## src/gpu_defines.svh

```systemverilog
// Front end configuration macros
// Warp count, PC width, opcode encodings and memory sizes

`ifndef GPU_DEFINES_SVH
`define GPU_DEFINES_SVH

// Machine size
`define NUM_WARPS 4
`define PC_W 32

// Instruction memory depth in 32-bit words
`define IMEM_DEPTH 1024

// Depth of the fetch queue and of the instruction buffer
`define FIFO_DEPTH 2

// ============================================================
// RV32I style major opcodes
// ============================================================
`define OPCODE_LUI    7'b0110111
`define OPCODE_AUIPC  7'b0010111
`define OPCODE_JAL    7'b1101111
`define OPCODE_JALR   7'b1100111
`define OPCODE_BRANCH 7'b1100011
`define OPCODE_LOAD   7'b0000011
`define OPCODE_STORE  7'b0100011
`define OPCODE_OP_IMM 7'b0010011
`define OPCODE_OP     7'b0110011
// An all-zero word decodes as a no-op
`define OPCODE_NOP    7'b0000000

`endif

```

## src/gpu_pkg.sv

```systemverilog
// Shared front end types
// Warp index, raw fetch record and decoded instruction record

`default_nettype none

`include "gpu_defines.svh"

package gpu_pkg;

  // Warp index
  typedef logic [$clog2(`NUM_WARPS)-1:0] warp_id_t;

  // Record produced by fetch
  typedef struct packed {
    logic [`PC_W-1:0] pc;
    warp_id_t         warp;
    logic [31:0]      word;
  } inst_raw_t;

  // Record handed to the instruction buffer
  typedef struct packed {
    logic [`PC_W-1:0] pc;
    warp_id_t         warp;
    logic [6:0]       opcode;
    logic [2:0]       funct3;
    logic [4:0]       rd;
    logic [4:0]       rs1;
    logic [4:0]       rs2;
    logic [31:0]      imm;
    // Opcode not recognized, warp is parked
    logic             illegal;
  } inst_decoded_t;

endpackage

`default_nettype wire

```

## src/inst_fetch.sv

```systemverilog
// Instruction fetch
// Reads instruction memory for the selected warp and
// holds the returned word as a pending raw record

`timescale 1ns/1ps
`default_nettype none

`include "gpu_defines.svh"

module inst_fetch import gpu_pkg::*; (
  input  logic             clk,
  input  logic             rst_n,
  input  logic             sel_valid,
  input  warp_id_t         sel_warp,
  input  logic [`PC_W-1:0] sel_pc,
  output logic             take,
  output warp_id_t         take_warp,
  output logic             imem_en,
  output logic [`PC_W-1:0] imem_addr,
  input  logic [31:0]      imem_data,
  output logic             raw_valid,
  input  logic             raw_ready,
  output inst_raw_t        raw
);

  // Goes high one cycle after reset release
  logic             run_q;
  logic             pend_q;
  // Memory word arrives this cycle and is not yet latched
  logic             fresh_q;
  logic [`PC_W-1:0] pc_q;
  warp_id_t         warp_q;
  logic [31:0]      word_q;

  // One read at a time, only with no record outstanding
  assign take      = run_q && sel_valid && !pend_q;
  assign take_warp = sel_warp;
  assign imem_en   = take;
  assign imem_addr = sel_pc;

  assign raw_valid = pend_q;
  assign raw.pc    = pc_q;
  assign raw.warp  = warp_q;
  // Bypass the memory output on the first cycle, then use the held copy
  assign raw.word  = fresh_q ? imem_data : word_q;

  always_ff @(posedge clk or negedge rst_n) begin
    if (!rst_n) begin
      run_q   <= 1'b0;
      pend_q  <= 1'b0;
      fresh_q <= 1'b0;
    end else begin
      run_q <= 1'b1;
      if (take) begin
        pend_q  <= 1'b1;
        fresh_q <= 1'b1;
      end else begin
        fresh_q <= 1'b0;
        if (raw_valid && raw_ready) begin
          pend_q <= 1'b0;
        end
      end
    end
  end

  // Record payload
  always_ff @(posedge clk) begin
    if (take) begin
      pc_q   <= sel_pc;
      warp_q <= sel_warp;
    end else if (fresh_q) begin
      word_q <= imem_data;
    end
  end

endmodule

`default_nettype wire

```

## config.mk

```make
export PLATFORM = sky130hd
export DESIGN_NAME = inst_fetch
export DESIGN_NICKNAME = d
export VERILOG_FILES = /design/src/gpu_pkg.sv /design/src/inst_fetch.sv
export VERILOG_INCLUDE_DIRS = /design/src /design/src/src
export SDC_FILE = /design/constraint.sdc
export NUM_CORES = 1
export LEC_CHECK = 0
export BUFFER_PORTS_ARGS = -buffer_cell sky130_fd_sc_hd__buf_2
export CAP_MARGIN = 40
export CORE_MARGIN = 2
export CORE_UTILIZATION = 43
export DETAILED_ROUTE_END_ITERATION = 16
export PLACE_DENSITY = 0.8
export SLEW_MARGIN = 10
export SYNTH_ARGS = -nofsm -noshare
export SYNTH_HDL_FRONTEND = slang
export SYNTH_SLANG_ARGS = --single-unit
```

## constraint.sdc

```tcl
create_clock -name clk -period 3.5 [get_ports clk]
set_clock_uncertainty 0.15 [all_clocks]
set_input_delay 0.35 -clock clk [delete_from_list [all_inputs] [get_ports clk]]
set_output_delay 0.35 -clock clk [all_outputs]
set_load 0.01 [all_outputs]
```

# Word level (Yosys, flattened, before mapping)

Cells that the tools add are included.
Widths: inputs -> output; s select.

Mux-type cells: 4
Reduce and logical (&&, ||, !) cells: 5

Operator list:

| cell              | count |
|---|---|
| $mux 32           | 1 |
| $logic_and 1x1->1 | 3 |
| $mux 1            | 3 |
| $reduce_bool 2->1 | 1 |
| $logic_not 1->1   | 1 |

Bits in registers: 69
Bits of input ports: 70

# Longest topological paths before layout

Depth in word-level cells: 3
Mapped depth: 3
Depth with buffers taken out: 2

# Least setup slack after synthesis

No wires, ideal clock.

Kind: reg2out
From: reg pend_q (netlist: raw_valid)
To: out take
Slack: 0.297 ns
Arrival: 2.703 ns
Stages on the path, launching flop included: 4
Cell sequence: dfrtp_1 nand3b_1 inv_1 buf_4

Word-level cells in the longest chain between the ends: 2

Ends and longest elaborated chain:

| item                     | RTL line         | source |
|---|---|---|
| start: declaration       | inst_fetch.sv:28 | `logic pend_q;` |
| start signal: assignment | inst_fetch.sv:50 | `pend_q <= 1'b0;` |
| start signal: assignment | inst_fetch.sv:55 | `pend_q <= 1'b1;` |
| start signal: assignment | inst_fetch.sv:60 | `pend_q <= 1'b0;` |
| $logic_not 1->1          | inst_fetch.sv:36 | `assign take = run_q && sel_valid && !pend_q;` |
| $logic_and 1x1->1        | inst_fetch.sv:36 |  |
| end: declaration         | inst_fetch.sv:16 | `output logic take,` |

No other way between the ends.

# Worst setup path in the final report

Ends and elaborated chain as after synthesis.

==> flow_metrics.tcl <==
set metrics [dict create \
    start_util 0.450 \
    vias 1690 \
    firstDrtPassIters 4 \
    drc 0 \
    synth_seq_area_share 0.712 \
    num_rows 29 \
    routedWlPerCell_um 15.4 \
    rsz0062_at_grt "false" \
    report.final.slew_viol_count 0 \
    num_antenna_cells 0 \
    setup_viol 0 \
    end_kind "primary output" \
    hold_violations 0 \
    num_io_pins 173 \
    overflow 0 \
    cts.clk_slew.worst_paths_ps 80 \
    ant_nets 0 \
    cp.required_ps 3000 \
    cts.sinks 69 \
    port_buffers 172 \
    hold_class "in2reg" \
    grt_max_degree 34 \
    setup_tns_ps 0 \
    post-route-period-util 0.645 \
    clock_latency_ps 330 \
    critPathLaunchType "flop" \
    nFillCells 518 \
    place.gp.congestion 0.769 \
    fp.dieW_um 86.0 \
    final_core_util 0.586 \
    synth_cells 145 \
    syn-num-nets 215 \
    post_synth.cell_area_avg_um2 19.9 \
    synth.distinct_cells 11 \
    viasPerCell 4.49 \
    layout-drive-gt1-share 0.749 \
    wl_mm 5.80 \
    grt_pass1_vias 1825 \
    pre_cts_slack_ps 1580 \
    path_max_fanout 21 \
    path_class "reg2out" \
    first_iter_violations 57 \
    area_growth_pct 30.4 \
    worst_slack_ps 1240 \
    die_area_mm2 0.00739 \
    cts_made_buffers 9 \
    maxCapViolations 0 \
    status "finished, final reports clean" \
    htreeDepth 3 \
    hold_slack_ps 41.6 \
    peakVddDrop_mv 0.394 \
    worst_pin_slew_ps 775 \
    cts_buffer_depth 2 \
    max_clock_freq_mhz 443 \
    ctsResizeCount 0 \
    dieHeight_um 86.0 \
    nNetsFinal 364 \
    cts_root_buffer "clkbuf_8" \
    grt_pass1_wl_mm 8.68 \
    slew_headroom 0.483 \
    tritoncts "done" \
    antenna_found_initial 0 \
    place_hpwl_mm 4.53 \
    layout_min_cycle_time_ps 2260 \
    power_leakage_uw 0.00173 \
    core_mm2 0.00642 \
    crit_arrival_ps 1760 \
    grtUsageTotal 0.157 \
    total_power_uw 2090 \
    netlist_area_mm2 0.00289 \
    yosysWarnings 0 \
    power.density_mw_per_mm2 556 \
    ys_ff_latch 69 \
]
registers in the layout, summed over array words and instances (netlist names):
| name | cells |
|---|---|
| pc_q | 32 |
| run_q | 1 |
| raw_valid | 1 |
| word_q | 32 |
| warp_q | 2 |
| fresh_q | 1 |
area by class of cell:
type | instances | area, um2 | share of cell area
Multi-Input combinational cell | 35 | 489 | 0.130
Clock inverter | 5 | 60.1 | 0.0159
Tap cell | 77 | 96.3 | 0.0256
Sequential cell | 69 | 2060 | 0.547
Inverter | 2 | 7.51 | 0.00199
Timing Repair Buffer | 177 | 913 | 0.243
Clock buffer | 11 | 141 | 0.0375
power by group:
part	total (uW)	internal [uW]	leakage (uW)	switching (uW)
clock network	634	350	0.0000995	284
logic	398	213	0.000952	185
registers	1060	1030	0.000682	31.0
total	2090	1590	0.00173	500
Yosys cell counts:
master     n  share of area
buf_12     3          0.021
buf_4     35          0.091
buf_6      1         0.0039
conb_1     1         0.0013
dfrtp_1    3          0.026
edfxtp_1  66           0.69
inv_1      2         0.0026
mux2_2     2         0.0078
mux2_4    30           0.16
nand3b_1   1         0.0026
o21ai_0    1         0.0017
through the flow:
step / std cells / cell area [um2]
6_report: 376 / 3770
4_1_cts: 376 / 3770
2_1_floorplan: 145 / 2890
5_1_grt: 376 / 3770
3_3_place_gp: 358 / 3530
3_5_place_dp: 359 / 3550
worst max-delay path, cell delays in order, from the launching register on:
cell,delay (ps)
dfrtp_1,390
nand3b_1,180
inv_1,580
buf_2,260
kinds of logic (layout without fill, tap and decap cells):
kind of cell           count (synthesis)  after routing  share of synthesized area
and+or+nand+nor                        1              1                    0.00260
AOI/OAI and AO/OA                      1              1                    0.00173
DFF                                   69             69                      0.712
buffers and inverters                 41            195                      0.118
other                                  1              1                    0.00130
muxes                                 32             32                      0.164
worst paths after layout:
check | start | end | slack [ps] | cells past startpoint
min reg2reg | word_q[15] | word_q[15] | 410 | 1
max | raw_valid | take | 1240 | 3
min in group asynchronous | rst_n | raw_valid | 200 | 2
max in group asynchronous | rst_n | fresh_q | 2880 | 2
max reg2reg | raw_valid | pc_q[23] | 1570 | 3
min | raw_ready | raw_valid | 40 | 2
timing repair:
| action | CTS | global route |
|---|---|---|
| setup buffers | 0 | 0 |
| hold buffers | 1 | 0 |
| hold endpoints to repair | 3 | 0 |
placed cells by master (no fill, tap or decap):
cell and instances:
buf_2 172, buf_4 3, inv_1 2, bufinv_16 1, o21ai_0 1, dlygate4sd3_1 1
clkbuf_1 1, conb_1 1, nand3b_1 1, clkinv_2 1, edfxtp_1 66, clkbuf_8 10
dfrtp_2 1, mux2_2 2, mux2_4 30, dfrtp_1 2, clkinv_4 2, clkinvlp_4 1
buf_12 1
layer usage:
layer  share of wire  GRT usage  wire, um  vias up
met5               0          0         0        -
met4           0.016     0.0649        95        0
met3            0.12     0.0760       700        9
met2            0.50      0.260      2920      106
met1            0.36      0.172      2090      782
li1                -          -         -      793
No activity file was read; power rests on OpenSTA's default activity.
