--- src/gpu_defines.svh ---
// Front end configuration macros
// Warp count, PC width, opcode encodings and memory sizes

`ifndef GPU_DEFINES_SVH
`define GPU_DEFINES_SVH

// Machine size
`define NUM_WARPS 4
`define PC_W 32

// Instruction memory depth in 32-bit words
`define IMEM_DEPTH 1024

// Depth of the fetch queue and of the instruction buffer
`define FIFO_DEPTH 2

// ============================================================
// RV32I style major opcodes
// ============================================================
`define OPCODE_LUI    7'b0110111
`define OPCODE_AUIPC  7'b0010111
`define OPCODE_JAL    7'b1101111
`define OPCODE_JALR   7'b1100111
`define OPCODE_BRANCH 7'b1100011
`define OPCODE_LOAD   7'b0000011
`define OPCODE_STORE  7'b0100011
`define OPCODE_OP_IMM 7'b0010011
`define OPCODE_OP     7'b0110011
// An all-zero word decodes as a no-op
`define OPCODE_NOP    7'b0000000

`endif

--- src/gpu_pkg.sv ---
// Shared front end types
// Warp index, raw fetch record and decoded instruction record

`default_nettype none

`include "gpu_defines.svh"

package gpu_pkg;

  // Warp index
  typedef logic [$clog2(`NUM_WARPS)-1:0] warp_id_t;

  // Record produced by fetch
  typedef struct packed {
    logic [`PC_W-1:0] pc;
    warp_id_t         warp;
    logic [31:0]      word;
  } inst_raw_t;

  // Record handed to the instruction buffer
  typedef struct packed {
    logic [`PC_W-1:0] pc;
    warp_id_t         warp;
    logic [6:0]       opcode;
    logic [2:0]       funct3;
    logic [4:0]       rd;
    logic [4:0]       rs1;
    logic [4:0]       rs2;
    logic [31:0]      imm;
    // Opcode not recognized, warp is parked
    logic             illegal;
  } inst_decoded_t;

endpackage

`default_nettype wire

--- src/inst_decode.sv ---
// Instruction decoder
// Three-state FSM, field and immediate extraction,
// next-PC split update toward the PC table

`timescale 1ns/1ps
`default_nettype none

`include "gpu_defines.svh"

module inst_decode import gpu_pkg::*; (
  input  logic             clk,
  input  logic             rst_n,
  input  logic             din_valid,
  output logic             din_ready,
  input  inst_raw_t        din,
  output logic             dout_valid,
  input  logic             dout_ready,
  output inst_decoded_t    dout,
  output logic             split_valid,
  output warp_id_t         split_warp,
  output logic [`PC_W-1:0] split_pc,
  output logic             split_stall
);

  typedef enum logic [1:0] {
    IDLE,
    DECODE,
    UPDATE
  } state_t;

  state_t        state_q;
  inst_raw_t     raw_q;
  inst_decoded_t dec_d;
  inst_decoded_t dec_q;
  logic          is_jump;

  assign din_ready  = (state_q == IDLE);
  assign dout_valid = (state_q == UPDATE);
  assign dout       = dec_q;

  // ============================================================
  // FSM
  // ============================================================
  always_ff @(posedge clk or negedge rst_n) begin
    if (!rst_n) begin
      state_q <= IDLE;
    end else begin
      case (state_q)
        IDLE:    if (din_valid) state_q <= DECODE;
        DECODE:  state_q <= UPDATE;
        UPDATE:  if (dout_ready) state_q <= IDLE;
        default: state_q <= IDLE;
      endcase
    end
  end

  always_ff @(posedge clk) begin
    if (din_valid && din_ready) begin
      raw_q <= din;
    end
    if (state_q == DECODE) begin
      dec_q <= dec_d;
    end
  end

  // ============================================================
  // Field extraction
  // ============================================================
  always_comb begin
    logic [31:0] w;
    w = raw_q.word;
    dec_d        = '0;
    dec_d.pc     = raw_q.pc;
    dec_d.warp   = raw_q.warp;
    dec_d.opcode = w[6:0];
    case (w[6:0])
      `OPCODE_LUI, `OPCODE_AUIPC: begin
        dec_d.rd  = w[11:7];
        dec_d.imm = {w[31:12], 12'b0};
      end
      `OPCODE_JAL: begin
        dec_d.rd  = w[11:7];
        dec_d.imm = {{12{w[31]}}, w[19:12], w[20], w[30:21], 1'b0};
      end
      // I-type formats share one layout
      `OPCODE_JALR, `OPCODE_LOAD, `OPCODE_OP_IMM: begin
        dec_d.funct3 = w[14:12];
        dec_d.rd     = w[11:7];
        dec_d.rs1    = w[19:15];
        dec_d.imm    = {{20{w[31]}}, w[31:20]};
      end
      `OPCODE_BRANCH: begin
        dec_d.funct3 = w[14:12];
        dec_d.rs1    = w[19:15];
        dec_d.rs2    = w[24:20];
        dec_d.imm    = {{20{w[31]}}, w[7], w[30:25], w[11:8], 1'b0};
      end
      `OPCODE_STORE: begin
        dec_d.funct3 = w[14:12];
        dec_d.rs1    = w[19:15];
        dec_d.rs2    = w[24:20];
        dec_d.imm    = {{20{w[31]}}, w[31:25], w[11:7]};
      end
      `OPCODE_OP: begin
        dec_d.funct3 = w[14:12];
        dec_d.rd     = w[11:7];
        dec_d.rs1    = w[19:15];
        dec_d.rs2    = w[24:20];
      end
      `OPCODE_NOP: begin
      end
      default: dec_d.illegal = 1'b1;
    endcase
  end

  // ============================================================
  // Split update, issued on the dout transfer
  // ============================================================
  // JALR target ignores rs1, there is no register file here
  assign is_jump = (dec_q.opcode == `OPCODE_JAL) || (dec_q.opcode == `OPCODE_JALR);

  assign split_valid = dout_valid && dout_ready;
  assign split_warp  = dec_q.warp;
  assign split_pc    = is_jump ? dec_q.pc + dec_q.imm : dec_q.pc + `PC_W'(4);
  // Branch outcome and AUIPC wait for an external resume
  assign split_stall = dec_q.illegal
                    || (dec_q.opcode == `OPCODE_BRANCH)
                    || (dec_q.opcode == `OPCODE_AUIPC);

endmodule

`default_nettype wire

--- config.mk ---
export PLATFORM = sky130hd
export DESIGN_NAME = inst_decode
export DESIGN_NICKNAME = d
export VERILOG_FILES = /design/src/gpu_pkg.sv /design/src/inst_decode.sv
export VERILOG_INCLUDE_DIRS = /design/src /design/src/src
export SDC_FILE = /design/constraint.sdc
export NUM_CORES = 1
export LEC_CHECK = 0
export BUFFER_PORTS_ARGS = -buffer_cell sky130_fd_sc_hd__buf_2
export CELL_PAD_IN_SITES_DETAIL_PLACEMENT = 1
export CELL_PAD_IN_SITES_GLOBAL_PLACEMENT = 2
export CORE_MARGIN = 2
export CORE_UTILIZATION = 38
export DETAILED_ROUTE_END_ITERATION = 8
export HOLD_SLACK_MARGIN = 0.08
export PLACE_DENSITY_LB_ADDON = 0.1
export SYNTH_ARGS = -nofsm -noshare
export SYNTH_HDL_FRONTEND = slang
export SYNTH_SLANG_ARGS = --single-unit
--- constraint.sdc ---
create_clock -name clk -period 9.75 [get_ports clk]
set_input_delay 0.975 -clock clk [delete_from_list [all_inputs] [get_ports clk]]
set_output_delay 0.975 -clock clk [all_outputs]
set_load 0.05 [all_outputs]
[Yosys cells after proc, flatten, opt, wreduce, memory -nomap -nowiden]
Index checks and enable logic that the tools add are counted.
Storage, ports and cells
  bits in registers: 160
Operators by class
  add/subtract/negate cells: 2
  eq/ne operators: 17
  mux-type cells: 6
  reduce and logical (&&, ||, !) cells: 14
Operators with widths (number)
  $pmux 32 s5: 1
  $eq 7x7->1 const B: 6
  $add 32x3->32 const B: 1
  $add 32x32->32: 1
  $mux 32: 1
  $eq 7x5->1 const B: 3
  $eq 7x6->1 const B: 3
  $reduce_or 10->1: 1
  $eq 7x2->1 const B: 1
  $logic_not 7->1: 1
  $reduce_or 7->1: 1
  $pmux 2 s3: 1
  $reduce_or 3->1: 2
  $reduce_or 6->1: 1
  $mux 2: 2
  $logic_or 1x1->1: 3
  $eq 2x1->1 const B: 1
  $eq 2x2->1 const B: 1
  $logic_and 1x1->1: 2
  $logic_not 2->1: 1
  $ne 2x1->1 const B: 1
  $ne 2x2->1 const B: 1
  $reduce_and 2->1: 1
  $reduce_or 2->1: 1
  $mux 1: 1

[Depth between registers and ports, before layout]
  depth after elaboration: 3
  gate-level depth with buffers: 10

[Least setup slack after synthesis]
No wires, ideal clock.
  kind: flip-flop to flip-flop
  from: reg state_q[1]
  to: reg dec_q (netlist bit dout[0]) (enable)
  library setup time: 556 ps
  arrival time: 4503 ps
  path slack: 4691 ps
  cell stages (with the launch flop): 2
  period minus slack after synthesis: 5059 ps
  cells stage by stage: dfrtp_1 -> nor2b_1
Between the ends
  word-level cells in the longest chain between the ends: 1
RTL lines
  start, declared: line inst_decode.sv:31  | state_t state_q;
  start signal, assigned: line inst_decode.sv:46  | state_q <= IDLE;
  start signal, assigned: line inst_decode.sv:49  | IDLE: if (din_valid) state_q <= DECODE;
  start signal, assigned: line inst_decode.sv:50  | DECODE: state_q <= UPDATE;
  $eq 2x1->1: line inst_decode.sv:61  | if (state_q == DECODE) begin
  end signal, assigned: line inst_decode.sv:62  | dec_q <= dec_d;
  end, declared: line inst_decode.sv:34  | inst_decoded_t dec_q;
Every way passes these cells.
A chain may end at the register's enable or synchronous reset.

[Worst setup path after layout]
  from: reg dec_q (netlist bit dout[1])
  to: out split_pc[26]
Between the ends
  word-level cells in the longest chain between the ends: 2
RTL lines
  $add 32x32->32: line inst_decode.sv:124  | assign split_pc = is_jump ? dec_q.pc + dec_q.imm : dec_q.pc + `PC_W'(4);
  $mux 32: line inst_decode.sv:124
  end, declared: line inst_decode.sv:21  | output logic [`PC_W-1:0] split_pc,
Every way passes these cells.

==> flow_summary.toml <==
[outcome]
status = "finished, final reports clean"

[timing]
max_slew_margin_pct = 26.90
finClkSkew_ns = 0.01063
worstMarginPinSlew_ns = 1.086
fmax_mhz = 225.5
whs_ns = 0.3164
final-setup-viol-count = 0
hold_viol = 0
setup_tns_ns = 0
slew_viol_final = 0
fin_crit_sh_pct = 45.48
rsz0062_at_grt = "no"
period_needed_ns = 4.434

[synth]
synth_area_mm2 = 0.008059
ys_warn_count = 0
synth_ff_type = "edfxtp_1"
syn_area_per_cell_um2 = 12.12
synth_top_area_share_pct = 58.87
ys_types = 65
ys_ff_latch = 160
synthCells = 665
async_reset_ff_share_pct = 1.250
synth-seq-area-share_pct = 59.49
syn_nets = 768
yosys.area.top_type = "edfxtp_1"
synth-edff-count = 158
synthTopCellsByArea = "edfxtp_1 59%, ha_1 5.0%, nand2_1 3.3%"

[power]
combPwrFrac_pct = 42.2
switchingPower_w = 0.001408
pwr-share-clk_pct = 22.3
p_sw_share_pct = 45.61
power_frac_seq_pct = 35.5
fin_total_pwr_w = 0.003087
leakagePower_nw = 4.108
vdd_drop_max_v = 0.0002658
p_per_area_mw_per_mm2 = 311.1
intPower_w = 0.001679

[job]
maxCapViolCount = 0

[critical_path]
reg2regPathDepth = 2
path_max_fanout = 5
end_kind = "output pin"
rrSetupSlack_ns = 7.37
critical_path_arrival_ns = 3.46
reg2reg_from = "state_q[1]"
critical_path_class = "reg2out"
crit_required_ns = 8.78
reg2reg_to = "dout[27]"
startpoint = "dout[1]"
cp-endpoint = "split_pc[26]"
start_kind = "flip-flop"

[clocking]
clkLatencyLatePin_ns = 0.43
cts_root_buffer = "clkbuf_16"
ctsHoldBuffers = 0
post_cts_buffers = 0
cts_buffer_depth = 2
cts_made_buffers = 17
htreeDepth = 4
cts_tree = "yes"
numClockSinks = 160
clk_pin_slew_ns = 0.07
cts_resized = 0

[drt]
drt-vias-per-instance = 5.201
num_vias = 5992
firstDrtPassIters = 5
post-route-drc-count = 0
wire_per_inst_um = 20.52
drt-initial-drc-count = 316
antenna_left = 0
drt_wl_total_mm = 23.64

[global_route]
overflow = 0
grt_first_pass_wirelength_mm = 35.76
grt_pass1_vias = 6265
antenna_found_initial = 0
grt_max_degree = 67
track_usage_pct = 21.38

[finish]
nNetsFinal = 967
antenna_cells = 0
syn_to_final_growth_pct = 23.13
drive_gt1_share_pct = 28.39
n_fill_cell = 2319

[min_path]
hp-class = "in2async"

[placed_design]
globalplace.congestion = 0.8472
portBuffers = 199
hpwl_mm = 18.18

[floorplan]
die_w_um = 149.6
core_mm2 = 0.02089
rows = 53
num_io_pins = 200
fp.dieArea_mm2 = 0.02239
start_util_pct = 38.58
die_y_um = 149.6
-- metrics by stage --
stage | cells | area (µm²) | worst slack (ns) | utilization, %
floorplan | 665 | 8059 | 4.691 | -
global placement | 1120 | 9306 | 5.813 | 44.55
detailed placement | 1120 | 9306 | 5.768 | 44.55
CTS | 1152 | 9923 | 5.285 | 47.51
global route | 1152 | 9923 | 5.049 | 47.51
finish | 1152 | 9923 | 5.316 | 47.51
-- layout make-up --
cell class | count | area [µm²] | share of cell area [%]
inverter | 7 | 26.28 | 0.2648
clock buffer | 17 | 425.4 | 4.287
clock inverter | 15 | 191.4 | 1.929
timing repair buffer | 202 | 1018 | 10.26
multi-input combinational | 476 | 3123 | 31.47
tap | 275 | 344.1 | 3.467
sequential | 160 | 4795 | 48.32
-- power by group through the flow --
stage	Combinational (W)	Clock [W]	Sequential (W)
finish	0.00130	0.000690	0.00110
global route	0.00140	0.000725	0.00112
CTS	0.00131	0.000702	0.00110
detailed placement	0.00130	0	0.00111
global placement	0.00129	0	0.00110
floorplan	0.000707	0	0.00137
-- flip-flops by register name, indices dropped and copies added, names as in the netlist --
register	cells
split_warp	2
state_q	2
raw_q	25
dec_d	41
dout	90
-- layer usage --
layer  GRT usage (%)  routed length, µm
met1           27.84              10660
met2           35.96              11550
met3           4.970               1085
met4           5.571                348
met5               0                  0
-- synthesized netlist by cell type (4+ instances only) --
library cell and count:
a21o_1 32, buf_2 5, mux2i_1 4, or3_1 4
nor2b_1 5, edfxtp_1 158, nand3_1 17, and2_1 31
o21ai_0 41, a22o_1 5, clkbuf_1 10, a21oi_1 42
inv_1 7, o21a_1 10, nor2_1 40, nand4_1 13
xor2_1 23, nand2_1 71, nand2b_1 5, xnor2_1 26
nor3_1 6, a211oi_1 5, and3_1 7, o21bai_1 6
ha_1 32
-- cell families after synthesis --
kind of cell | Yosys count | synth area share (%)
AOI/OAI and AO/OA | 175 | 14.44
and+or+nand+nor | 215 | 13.15
muxes | 4 | 0.4968
adders and majority gates | 33 | 5.217
buffers and inverters | 29 | 1.879
xor gates and xnor gates | 49 | 5.325
DFF | 160 | 59.49
-- placed cells by master (no fill, tap or decap), types with 17 or more instances in the layout --
master,n
nand2_1,71
xnor2_1,26
buf_2,199
clkbuf_16,17
xor2_1,23
and2_1,30
ha_1,32
edfxtp_1,158
a21o_1,32
nand3_1,17
a21oi_1,42
o21ai_0,41
nor2_1,40
-- worst min-delay path by stage --
stage          cells after the start  slack [ns]    endpoint  startpoint
2_1_floorplan                      0        0.40    dout[60]   dec_d[60]
3_3_place_gp                       0        0.40    dout[61]   dec_d[61]
3_5_place_dp                       0        0.41    dout[63]   dec_d[63]
4_1_cts                            1        0.30  state_q[0]       rst_n
5_1_grt                            1        0.29  state_q[0]       rst_n
6_report                           1        0.32  state_q[0]       rst_n
-- critical path: stages, from the launching register on --
cell      delay, ns
edfxtp_1       0.42
ha_1           0.26
fa_1           0.42
a21oi_1        0.20
o21ai_0        0.16
o21a_2         0.28
a31oi_4        0.29
o21ai_2        0.13
a21oi_4        0.28
nand4_1        0.13
o211ai_1       0.15
buf_2          0.31
Power figures use the tool's default switching activity.
